===== src/rtl/qam_tx_pkg.sv =====
package qam_tx_pkg;

    // datapath word, signed 1s17
    localparam int SAMPLE_W = 18;

    typedef logic signed [SAMPLE_W-1:0] sample_t;

    // baseband pair, used for mapper output and filter outputs
    typedef struct packed {
        sample_t i;
        sample_t q;
    } iq_sample_t;

    // rail fields of one 16-QAM symbol
    typedef struct packed {
        logic [1:0] i_bits;
        logic [1:0] q_bits;
    } symbol_fields_t;

    // same nibble, seen raw or split per rail
    typedef union packed {
        logic [3:0]     raw;
        symbol_fields_t fields;
    } symbol_t;

    // gray coded levels, indexed by the 2-bit field
    // 00 -> -3/4, 01 -> -1/4, 11 -> +1/4, 10 -> +3/4
    localparam sample_t LEVEL_TABLE [4] = '{
        -18'sd98304,
        -18'sd32768,
        18'sd98304,
        18'sd32768
    };

    localparam int DEFAULT_TAPS = 21;

    // half of a root raised cosine style set, h[10] is the center tap
    localparam sample_t DEFAULT_COEFFS [11] = '{
        -18'sd400,
        18'sd1600,
        18'sd2900,
        18'sd1200,
        -18'sd3100,
        -18'sd6200,
        -18'sd3800,
        18'sd6400,
        18'sd21500,
        18'sd35200,
        18'sd40960
    };

endpackage


===== src/rtl/qam_symbol_mapper.sv =====
module qam_symbol_mapper (
    input  logic                   sys_clk,
    input  logic                   reset,
    input  logic                   sam_clk_en,
    input  qam_tx_pkg::symbol_t    symbol,
    output qam_tx_pkg::iq_sample_t mapped
);

    // true when v is one of the four constellation levels
    function automatic logic is_level(qam_tx_pkg::sample_t v);
        logic hit;
        hit = 1'b0;
        for (int n = 0; n < 4; n++) begin
            if (v == qam_tx_pkg::LEVEL_TABLE[n]) begin
                hit = 1'b1;
            end
        end
        return hit;
    endfunction

    // one lookup per rail, registered on the strobe
    always_ff @(posedge sys_clk) begin
        if (reset) begin
            mapped <= '0;
        end else if (sam_clk_en) begin
            mapped.i <= qam_tx_pkg::LEVEL_TABLE[symbol.fields.i_bits];
            mapped.q <= qam_tx_pkg::LEVEL_TABLE[symbol.fields.q_bits];
        end
    end

    // only the reset value may sit outside the constellation
    assert property (@(posedge sys_clk) disable iff (reset)
        is_level(mapped.i) || (mapped.i == '0))
        else $error("qam_symbol_mapper: mapped.i is not a valid level");

endmodule


===== src/rtl/fir_symmetric.sv =====
module fir_symmetric #(
    parameter int                  TAPS = qam_tx_pkg::DEFAULT_TAPS,
    parameter qam_tx_pkg::sample_t COEFFS [(TAPS + 1) / 2] = qam_tx_pkg::DEFAULT_COEFFS
) (
    input  logic                sys_clk,
    input  logic                reset,
    input  logic                sam_clk_en,
    input  qam_tx_pkg::sample_t x_in,
    output qam_tx_pkg::sample_t y
);

    // coefficient pairs, the last one is the center tap
    localparam int NP     = (TAPS + 1) / 2;
    localparam int CENTER = NP - 1;
    localparam int LEVELS = $clog2(NP);
    localparam int PROD_W = 2 * qam_tx_pkg::SAMPLE_W;

    // number of inputs seen by tree level lvl
    function automatic int level_width(int lvl);
        int w;
        w = NP;
        for (int n = 0; n < lvl; n++) begin
            w = (w + 1) / 2;
        end
        return w;
    endfunction

    qam_tx_pkg::sample_t      x [TAPS];
    qam_tx_pkg::sample_t      p [NP];
    logic signed [PROD_W-1:0] prod [NP];
    qam_tx_pkg::sample_t      tree_in [LEVELS][2*NP];
    qam_tx_pkg::sample_t      sum_lvl [LEVELS][NP];

    if (((TAPS % 2) == 0) || (TAPS < 3)) begin : g_bad_taps
        $error("fir_symmetric: TAPS must be odd and at least 3");
    end

    // input scaled to 2s16 so the pre-add has headroom
    always_ff @(posedge sys_clk) begin
        if (reset) begin
            for (int k = 0; k < TAPS; k++) begin
                x[k] <= '0;
            end
        end else if (sam_clk_en) begin
            x[0] <= x_in >>> 1;
            for (int k = 1; k < TAPS; k++) begin
                x[k] <= x[k-1];
            end
        end
    end

    // fold mirrored taps, center tap passes alone
    always_ff @(posedge sys_clk) begin
        if (reset) begin
            for (int k = 0; k < NP; k++) begin
                p[k] <= '0;
            end
        end else if (sam_clk_en) begin
            for (int k = 0; k < CENTER; k++) begin
                p[k] <= x[k] + x[TAPS-1-k];
            end
            p[CENTER] <= x[CENTER];
        end
    end

    always_comb begin
        for (int k = 0; k < NP; k++) begin
            prod[k] = p[k] * COEFFS[k];
        end
    end

    // zero padded inputs per level, odd last element adds zero
    always_comb begin
        for (int l = 0; l < LEVELS; l++) begin
            for (int i = 0; i < 2 * NP; i++) begin
                tree_in[l][i] = '0;
            end
        end
        for (int i = 0; i < NP; i++) begin
            // product bits 33..16 back to 18 bits
            tree_in[0][i] = prod[i][PROD_W-3:qam_tx_pkg::SAMPLE_W-2];
        end
        for (int l = 1; l < LEVELS; l++) begin
            for (int i = 0; i < NP; i++) begin
                if (i < level_width(l)) begin
                    tree_in[l][i] = sum_lvl[l-1][i];
                end
            end
        end
    end

    // pairwise sums, wrapping at 18 bits
    always_ff @(posedge sys_clk) begin
        if (reset) begin
            for (int l = 0; l < LEVELS; l++) begin
                for (int j = 0; j < NP; j++) begin
                    sum_lvl[l][j] <= '0;
                end
            end
        end else if (sam_clk_en) begin
            for (int l = 0; l < LEVELS; l++) begin
                for (int j = 0; j < NP; j++) begin
                    sum_lvl[l][j] <= tree_in[l][2*j] + tree_in[l][2*j+1];
                end
            end
        end
    end

    always_ff @(posedge sys_clk) begin
        if (reset) begin
            y <= '0;
        end else if (sam_clk_en) begin
            y <= sum_lvl[LEVELS-1][0];
        end
    end

    assert property (@(posedge sys_clk) disable iff (reset)
        !sam_clk_en |=> $stable(y))
        else $error("fir_symmetric: y changed without a strobe");

endmodule


===== src/rtl/if_upconverter.sv =====
module if_upconverter (
    input  logic                   sys_clk,
    input  logic                   reset,
    input  logic                   sam_clk_en,
    input  qam_tx_pkg::iq_sample_t shaped,
    output qam_tx_pkg::sample_t    if_out,
    output logic                   if_valid
);

    // quarter turn of the carrier per strobe
    logic [1:0] phase;

    always_ff @(posedge sys_clk) begin
        if (reset) begin
            phase <= '0;
        end else if (sam_clk_en) begin
            phase <= phase + 2'd1;
        end
    end

    // cos/sin at fs/4 are only 0 and +-1, so a mux and a negate do the mixing
    always_ff @(posedge sys_clk) begin
        if (reset) begin
            if_out <= '0;
        end else if (sam_clk_en) begin
            case (phase)
                2'd0: if_out <= shaped.i;
                2'd1: if_out <= -shaped.q;
                2'd2: if_out <= -shaped.i;
                default: if_out <= shaped.q;
            endcase
        end
    end

    // one pulse per new output word
    always_ff @(posedge sys_clk) begin
        if (reset) begin
            if_valid <= 1'b0;
        end else begin
            if_valid <= sam_clk_en;
        end
    end

    assert property (@(posedge sys_clk) disable iff (reset)
        sam_clk_en |=> (phase == $past(phase) + 2'd1))
        else $error("if_upconverter: phase did not advance by one");

endmodule


===== src/rtl/qam_tx_top.sv =====
module qam_tx_top #(
    parameter int                  TAPS = qam_tx_pkg::DEFAULT_TAPS,
    parameter qam_tx_pkg::sample_t COEFFS [(TAPS + 1) / 2] = qam_tx_pkg::DEFAULT_COEFFS
) (
    input  logic                sys_clk,
    input  logic                reset,
    input  logic                sam_clk_en,
    input  qam_tx_pkg::symbol_t symbol,
    output qam_tx_pkg::sample_t if_out,
    output logic                if_valid
);

    // mapper levels before shaping
    qam_tx_pkg::iq_sample_t mapped;
    // pulse shaped rails into the mixer
    qam_tx_pkg::iq_sample_t shaped;

    qam_symbol_mapper u_mapper (
        .sys_clk    (sys_clk),
        .reset      (reset),
        .sam_clk_en (sam_clk_en),
        .symbol     (symbol),
        .mapped     (mapped)
    );

    // same filter on both rails
    fir_symmetric #(
        .TAPS   (TAPS),
        .COEFFS (COEFFS)
    ) u_fir_i (
        .sys_clk    (sys_clk),
        .reset      (reset),
        .sam_clk_en (sam_clk_en),
        .x_in       (mapped.i),
        .y          (shaped.i)
    );

    fir_symmetric #(
        .TAPS   (TAPS),
        .COEFFS (COEFFS)
    ) u_fir_q (
        .sys_clk    (sys_clk),
        .reset      (reset),
        .sam_clk_en (sam_clk_en),
        .x_in       (mapped.q),
        .y          (shaped.q)
    );

    if_upconverter u_upconv (
        .sys_clk    (sys_clk),
        .reset      (reset),
        .sam_clk_en (sam_clk_en),
        .shaped     (shaped),
        .if_out     (if_out),
        .if_valid   (if_valid)
    );

endmodule


===== config.mk =====
export PLATFORM = sky130hd
export DESIGN_NAME = qam_tx_top
export DESIGN_NICKNAME = d
export VERILOG_FILES = /design/src/rtl/qam_tx_pkg.sv /design/src/rtl/qam_symbol_mapper.sv /design/src/rtl/fir_symmetric.sv /design/src/rtl/if_upconverter.sv /design/src/rtl/qam_tx_top.sv
export SDC_FILE = /design/constraint.sdc
export NUM_CORES = 2
export LEC_CHECK = 0
export BUFFER_PORTS_ARGS = -buffer_cell sky130_fd_sc_hd__buf_4
export CORE_MARGIN = 2
export CORE_UTILIZATION = 65
export DETAILED_ROUTE_END_ITERATION = 16
export GPL_TIMING_DRIVEN = 0
export MAX_ROUTING_LAYER = met4
export PLACE_DENSITY_LB_ADDON = 0.1
export SYNTH_ARGS = -nofsm -noshare
export SYNTH_HDL_FRONTEND = slang
export SYNTH_SLANG_ARGS = --single-unit

===== constraint.sdc =====
create_clock -name sys_clk -period 36.8 [get_ports sys_clk]
set_input_delay 1.84 -clock sys_clk [delete_from_list [all_inputs] [get_ports sys_clk]]
set_output_delay 1.84 -clock sys_clk [all_outputs]
set_load 0.01 [all_outputs]

# == Word-level counts from Yosys, hierarchy flattened ==
# Memories as Yosys holds them, arrays and structs flattened. A register that Yosys moved wholly into a read port is not among the register bits.
# Index checks and enable logic that the tools add are counted.
# totals
ff_bits,57
mem_bits_rw,2016
input_bits,7
out_inout_bits,19
wordCells,319
memories,6
# mem_list
name,depth,word_bits,rd,rd_clocked_by_memory_dff,write_ports,line_no,text
u_fir_i.sum_lvl,4,108,4,1,4,fir_symmetric.sv:32,qam_tx_pkg::sample_t sum_lvl [LEVELS][NP];
u_fir_q.sum_lvl,4,108,4,1,4,fir_symmetric.sv:32,
u_fir_i.x,21,18,21,0,21,fir_symmetric.sv:28,qam_tx_pkg::sample_t x [TAPS];
u_fir_q.x,21,18,21,0,21,fir_symmetric.sv:28,
u_fir_i.p,11,18,11,0,11,fir_symmetric.sv:29,qam_tx_pkg::sample_t p [NP];
u_fir_q.p,11,18,11,0,11,fir_symmetric.sv:29,
# classes
n_addsub,43
mul,22
n_lt_le_gt_ge,2
eq_ne,2
muxes,124
bitwise,114
reduce_logical,1
# ops
cell,count
18-bit two-way mux,116
18-bit adder,40
18-bit by 11-bit multiplier with 29-bit output (second input constant),6
18-bit by 6-bit multiplier with 24-bit output (second input constant),6
1-bit OR,112
18-bit binary-select mux with 2-bit select,2
18-bit by 14-bit multiplier with 32-bit output (second input constant),2
18-bit by 10-bit multiplier with 28-bit output (second input constant),2
18-bit by 10-bit multiplier with 27-bit output (second input constant),2
18-bit case mux with 3 select lines,1
18-bit by 8-bit multiplier with 26-bit output (second input constant),2
18-bit by 4-bit multiplier with 21-bit output (second input constant),2
18-bit negator,2
3-bit >= comparator (second input constant),2
2-bit inverter with 3-bit output,2
1-bit two-way mux,5
2-bit by 1-bit adder with 2-bit output (second input constant),1
2-bit by 1-bit == test with 1-bit output (second input constant),1
2-bit == test (second input constant),1
2-bit logical NOT,1

# == Depth between registers and ports, before layout ==
# logic_depth
ltp_word,4
mapped_depth,34
depth_no_buf,34

# == Modules after synthesis ==
# From an unflattened synthesis, not the netlist that was laid out.
# hier_totals
cells_unflattened,13998
area_unflattened_um2,145320.6
# modules_own_cells
mod,n_inst,cells_each,area_per_inst_um2,seq_area_each_um2
fir_symmetric at u_fir_i,1,6855,71504.8,23272.3
fir_symmetric at u_fir_q,1,6833,71473.5,23272.3
if_upconverter,1,260,1928.1,420.4
qam_symbol_mapper,1,50,414.1,100.1

# == Worst setup path after synthesis ==
# OpenSTA, ideal clock, no wires.
# synth_timing
path_kind,input to register
startpoint,input port sam_clk_en
endpoint,memory u_fir_i.p[0][104] (netlist name) (enable)
setup_time_ns,1.178
arrival_ns,18.539
t_required_ns,35.622
path_slack_ns,17.083
stages,4
path_buffers,2
path_cell_list,clkbuf_1 clkbuf_1 nor2_1 inv_1
# synth_lines
element,line_no,text
start: declaration,qam_tx_top.sv:7,"input logic sam_clk_en,"
end: declaration,fir_symmetric.sv:29,

==> results_dict.tcl <==
set metrics [dict create \
    drv_cap 0 \
    max_stage_delay_ps 710 \
    crit_path_max_fanout 7 \
    slew_violations 0 \
    r2r_end "u_fir_q.sum_lvl[0][35]" \
    ios 26 \
    path_common_cell "fa_1" \
    numCtsBuffers 102 \
    routabilityCongestion 0.9214 \
    dieArea_um2 136700 \
    nNetsFinal 10707 \
    async_flop_share_pct 0 \
    critPathLaunchType "register" \
    reg2reg_depth 32 \
    synth.yosys.seq_area_share_pct 30.79 \
    min-delay-start "u_fir_q.sum_lvl[1][66]" \
    grt_first_pass_wirelength_mm 320.0 \
    initial_utilization_pct 65.30 \
    grt.total_usage_pct 30.88 \
    core_um2 133100 \
    setup_tns_ps 0 \
    crit_type "register to register" \
    wl_mm 199.3 \
    setup_viol_count_final 0 \
    leakagePower_nw 45.47 \
    synth_fp_nets 10571 \
    hold_end "u_fir_q.sum_lvl[2][84]" \
    die_h_um 369.7 \
    antenna_found_initial 10 \
    syn_to_final_growth_pct 6.998 \
    cts_max_level 3 \
    detail_route.wl_per_cell_um 19.03 \
    ys_ff_latch 918 \
    grt_max_degree 138 \
    crit_path_top_delay_cell "edfxtp_1" \
    ys_types 82 \
    synth_flop_cell "edfxtp_1" \
    slew_headroom_pct 3.938 \
    yosysWarnings 0 \
    post-cts-setup-buffers 0 \
    power_mw 8.157 \
    r2r_setup_slack_ps 27610 \
    rsz0062_at_grt "no" \
    worstHoldPathType "register to register" \
    drt-pass1-iter-count 5 \
    timing.rr.start "u_fir_q.p[0][155]" \
    synth_area_um2 86930 \
    grt_pass1_vias 60165 \
    chipWidth_um 369.7 \
    grt_overflow 0 \
    clkLatencyLatePin_ps 750 \
    critPathArrivalTime_ps 9610 \
    synth-edff-count 838 \
    cts_buffer_depth 3 \
    ctsHoldBuffers 0 \
    status "complete, no violations" \
    dpl.hpwl_mm 159.0 \
    p_per_area_nw_per_um2 87.70 \
    timing.fmax_mhz 108.8 \
    rows 134 \
    drc 0 \
    vias 59362 \
    io_buffer_count 24 \
    cts.repair.resized 0 \
    fin_cells 10473 \
    cts_tree "done" \
    hold_depth 1 \
    ir_worst_vdd_mv 0.1935 \
    dp_cells 10279 \
    synth.avg_cell_area_um2 10.25 \
    ant_nets 0 \
    min_period_ps 9193 \
    worstMarginPinSlew_ps 1441 \
    post_drt_via_cell_ratio 5.668 \
    synthCells 8479 \
    cts.sinks 918 \
    clk_pin_slew_ps 60 \
    root_buffer "clkbuf_16" \
    period_share_pct 24.98 \
    end_kind "register" \
    fin_skew_ps 61.82 \
    drive_gt1_share_pct 3.114 \
    cp.required_ps 37220 \
    hold_viol_final 0 \
    first_iter_violations 4123 \
]
## layout by cell type, fill, tap and decap left out, types with 102 or more instances in the layout
cell       instances
a21o_1           150
a21oi_1          331
and2_1           279
clkbuf_1         143
clkbuf_16        102
edfxtp_1         838
fa_1             651
ha_1            1434
inv_1           1645
nand2_1          194
nor2_1           734
nor2b_1          169
nor3_1           191
o21ai_0          230
xnor2_1          366
xor2_1           203
## power by group
group / internal [mW] / switching (mW) / total, mW
clock network: 0.598 / 0.458 / 1.06
logic: 2.36 / 3.24 / 5.60
registers: 1.37 / 0.125 / 1.50
total: 4.33 / 3.83 / 8.16
## cell families after synthesis
family          Yosys count  synth area share (%)
fa+ha+maj              2085                 35.63
simple gates           1929                 10.95
buf+inv                1778                 7.677
compound gates         1123                 8.303
flops                   918                 30.79
xor+xnor                570                 5.758
mux                      76                0.8967
## worst max-delay path, delay by kind of cell (launching register included)
kind	cells	cell delay, ps
adders and majority gates	8	3750
AOI/OAI and AO/OA	10	2670
and+or+nand+nor	7	830
xor gates and xnor gates	3	730
DFF	1	710
buffers and inverters	4	210
## synthesized netlist by cell type (191+ instances only)
library cell	number	area [um2]
nor2_1	734	2755
nand2_1	194	728.2
edfxtp_1	838	25160
a21oi_1	331	1657
and2_1	279	1745
ha_1	1434	17940
o21ai_0	230	1151
nor3_1	191	955.9
fa_1	651	13030
inv_1	1646	6178
xnor2_1	366	3206
xor2_1	203	1778
## layer usage
metal	global-route usage, %	vias to the layer above	share of wire, %	wire [um]
met5	-	-	0	0
met4	10.05	0	3.6	7181
met3	3.306	338	5.3	10570
met2	51.24	1442	48	96570
met1	39.82	29056	43	84960
li1	-	28526	-	-
## worst max path at each step
stage                     cells past startpoint                     end  slack (ps)         startpoint
after floorplan                               4       u_fir_i.p[0][104]       17080         sam_clk_en
after global placement                        4        u_fir_q.x[17][2]        9680         sam_clk_en
after detailed placement                     32  u_fir_q.sum_lvl[0][35]       27610  u_fir_q.p[0][155]
after CTS                                    32  u_fir_q.sum_lvl[0][35]       27540  u_fir_q.p[0][155]
after global routing                         32  u_fir_q.sum_lvl[0][35]       26980  u_fir_q.p[0][155]
final                                        32  u_fir_q.sum_lvl[0][35]       27610  u_fir_q.p[0][155]
## metrics by stage
step	util (%)	hold slack, ps	area, um2	worst slack, ps
2_1_floorplan	-	426.5	86930	17080
3_3_place_gp	67.10	448.6	89330	9680
3_5_place_dp	67.27	461.4	89550	27610
4_1_cts	69.87	466.5	93020	27540
5_1_grt	69.87	499.7	93020	26980
6_report	69.87	473.1	93020	27610
## cell type report
| type | instances | area [um2] |
|---|---|---|
| multi-input combinational | 5783 | 53500 |
| sequential | 918 | 26770 |
| buffer | 130 | 491.7 |
| clock inverter | 66 | 783.3 |
| inverter | 1648 | 6193 |
| clock buffer | 127 | 2686 |
| antenna | 1 | 2.502 |
| fill | 10068 | 40100 |
| tap | 1768 | 2212 |
| timing repair buffer | 32 | 387.9 |
## sequential cells by signal, indices dropped and copies added, names as in the netlist
register           cells
u_upconv.phase         2
u_upconv.if_valid      1
u_fir_q.y             18
u_upconv.if_out       18
u_fir_q.x            172
u_fir_i.sum_lvl      202
u_fir_i.y             18
u_mapper.mapped        5
u_fir_q.p            170
u_fir_q.sum_lvl      216
u_fir_i.p             43
u_fir_i.x             53
Power figures use the tool's default switching activity.
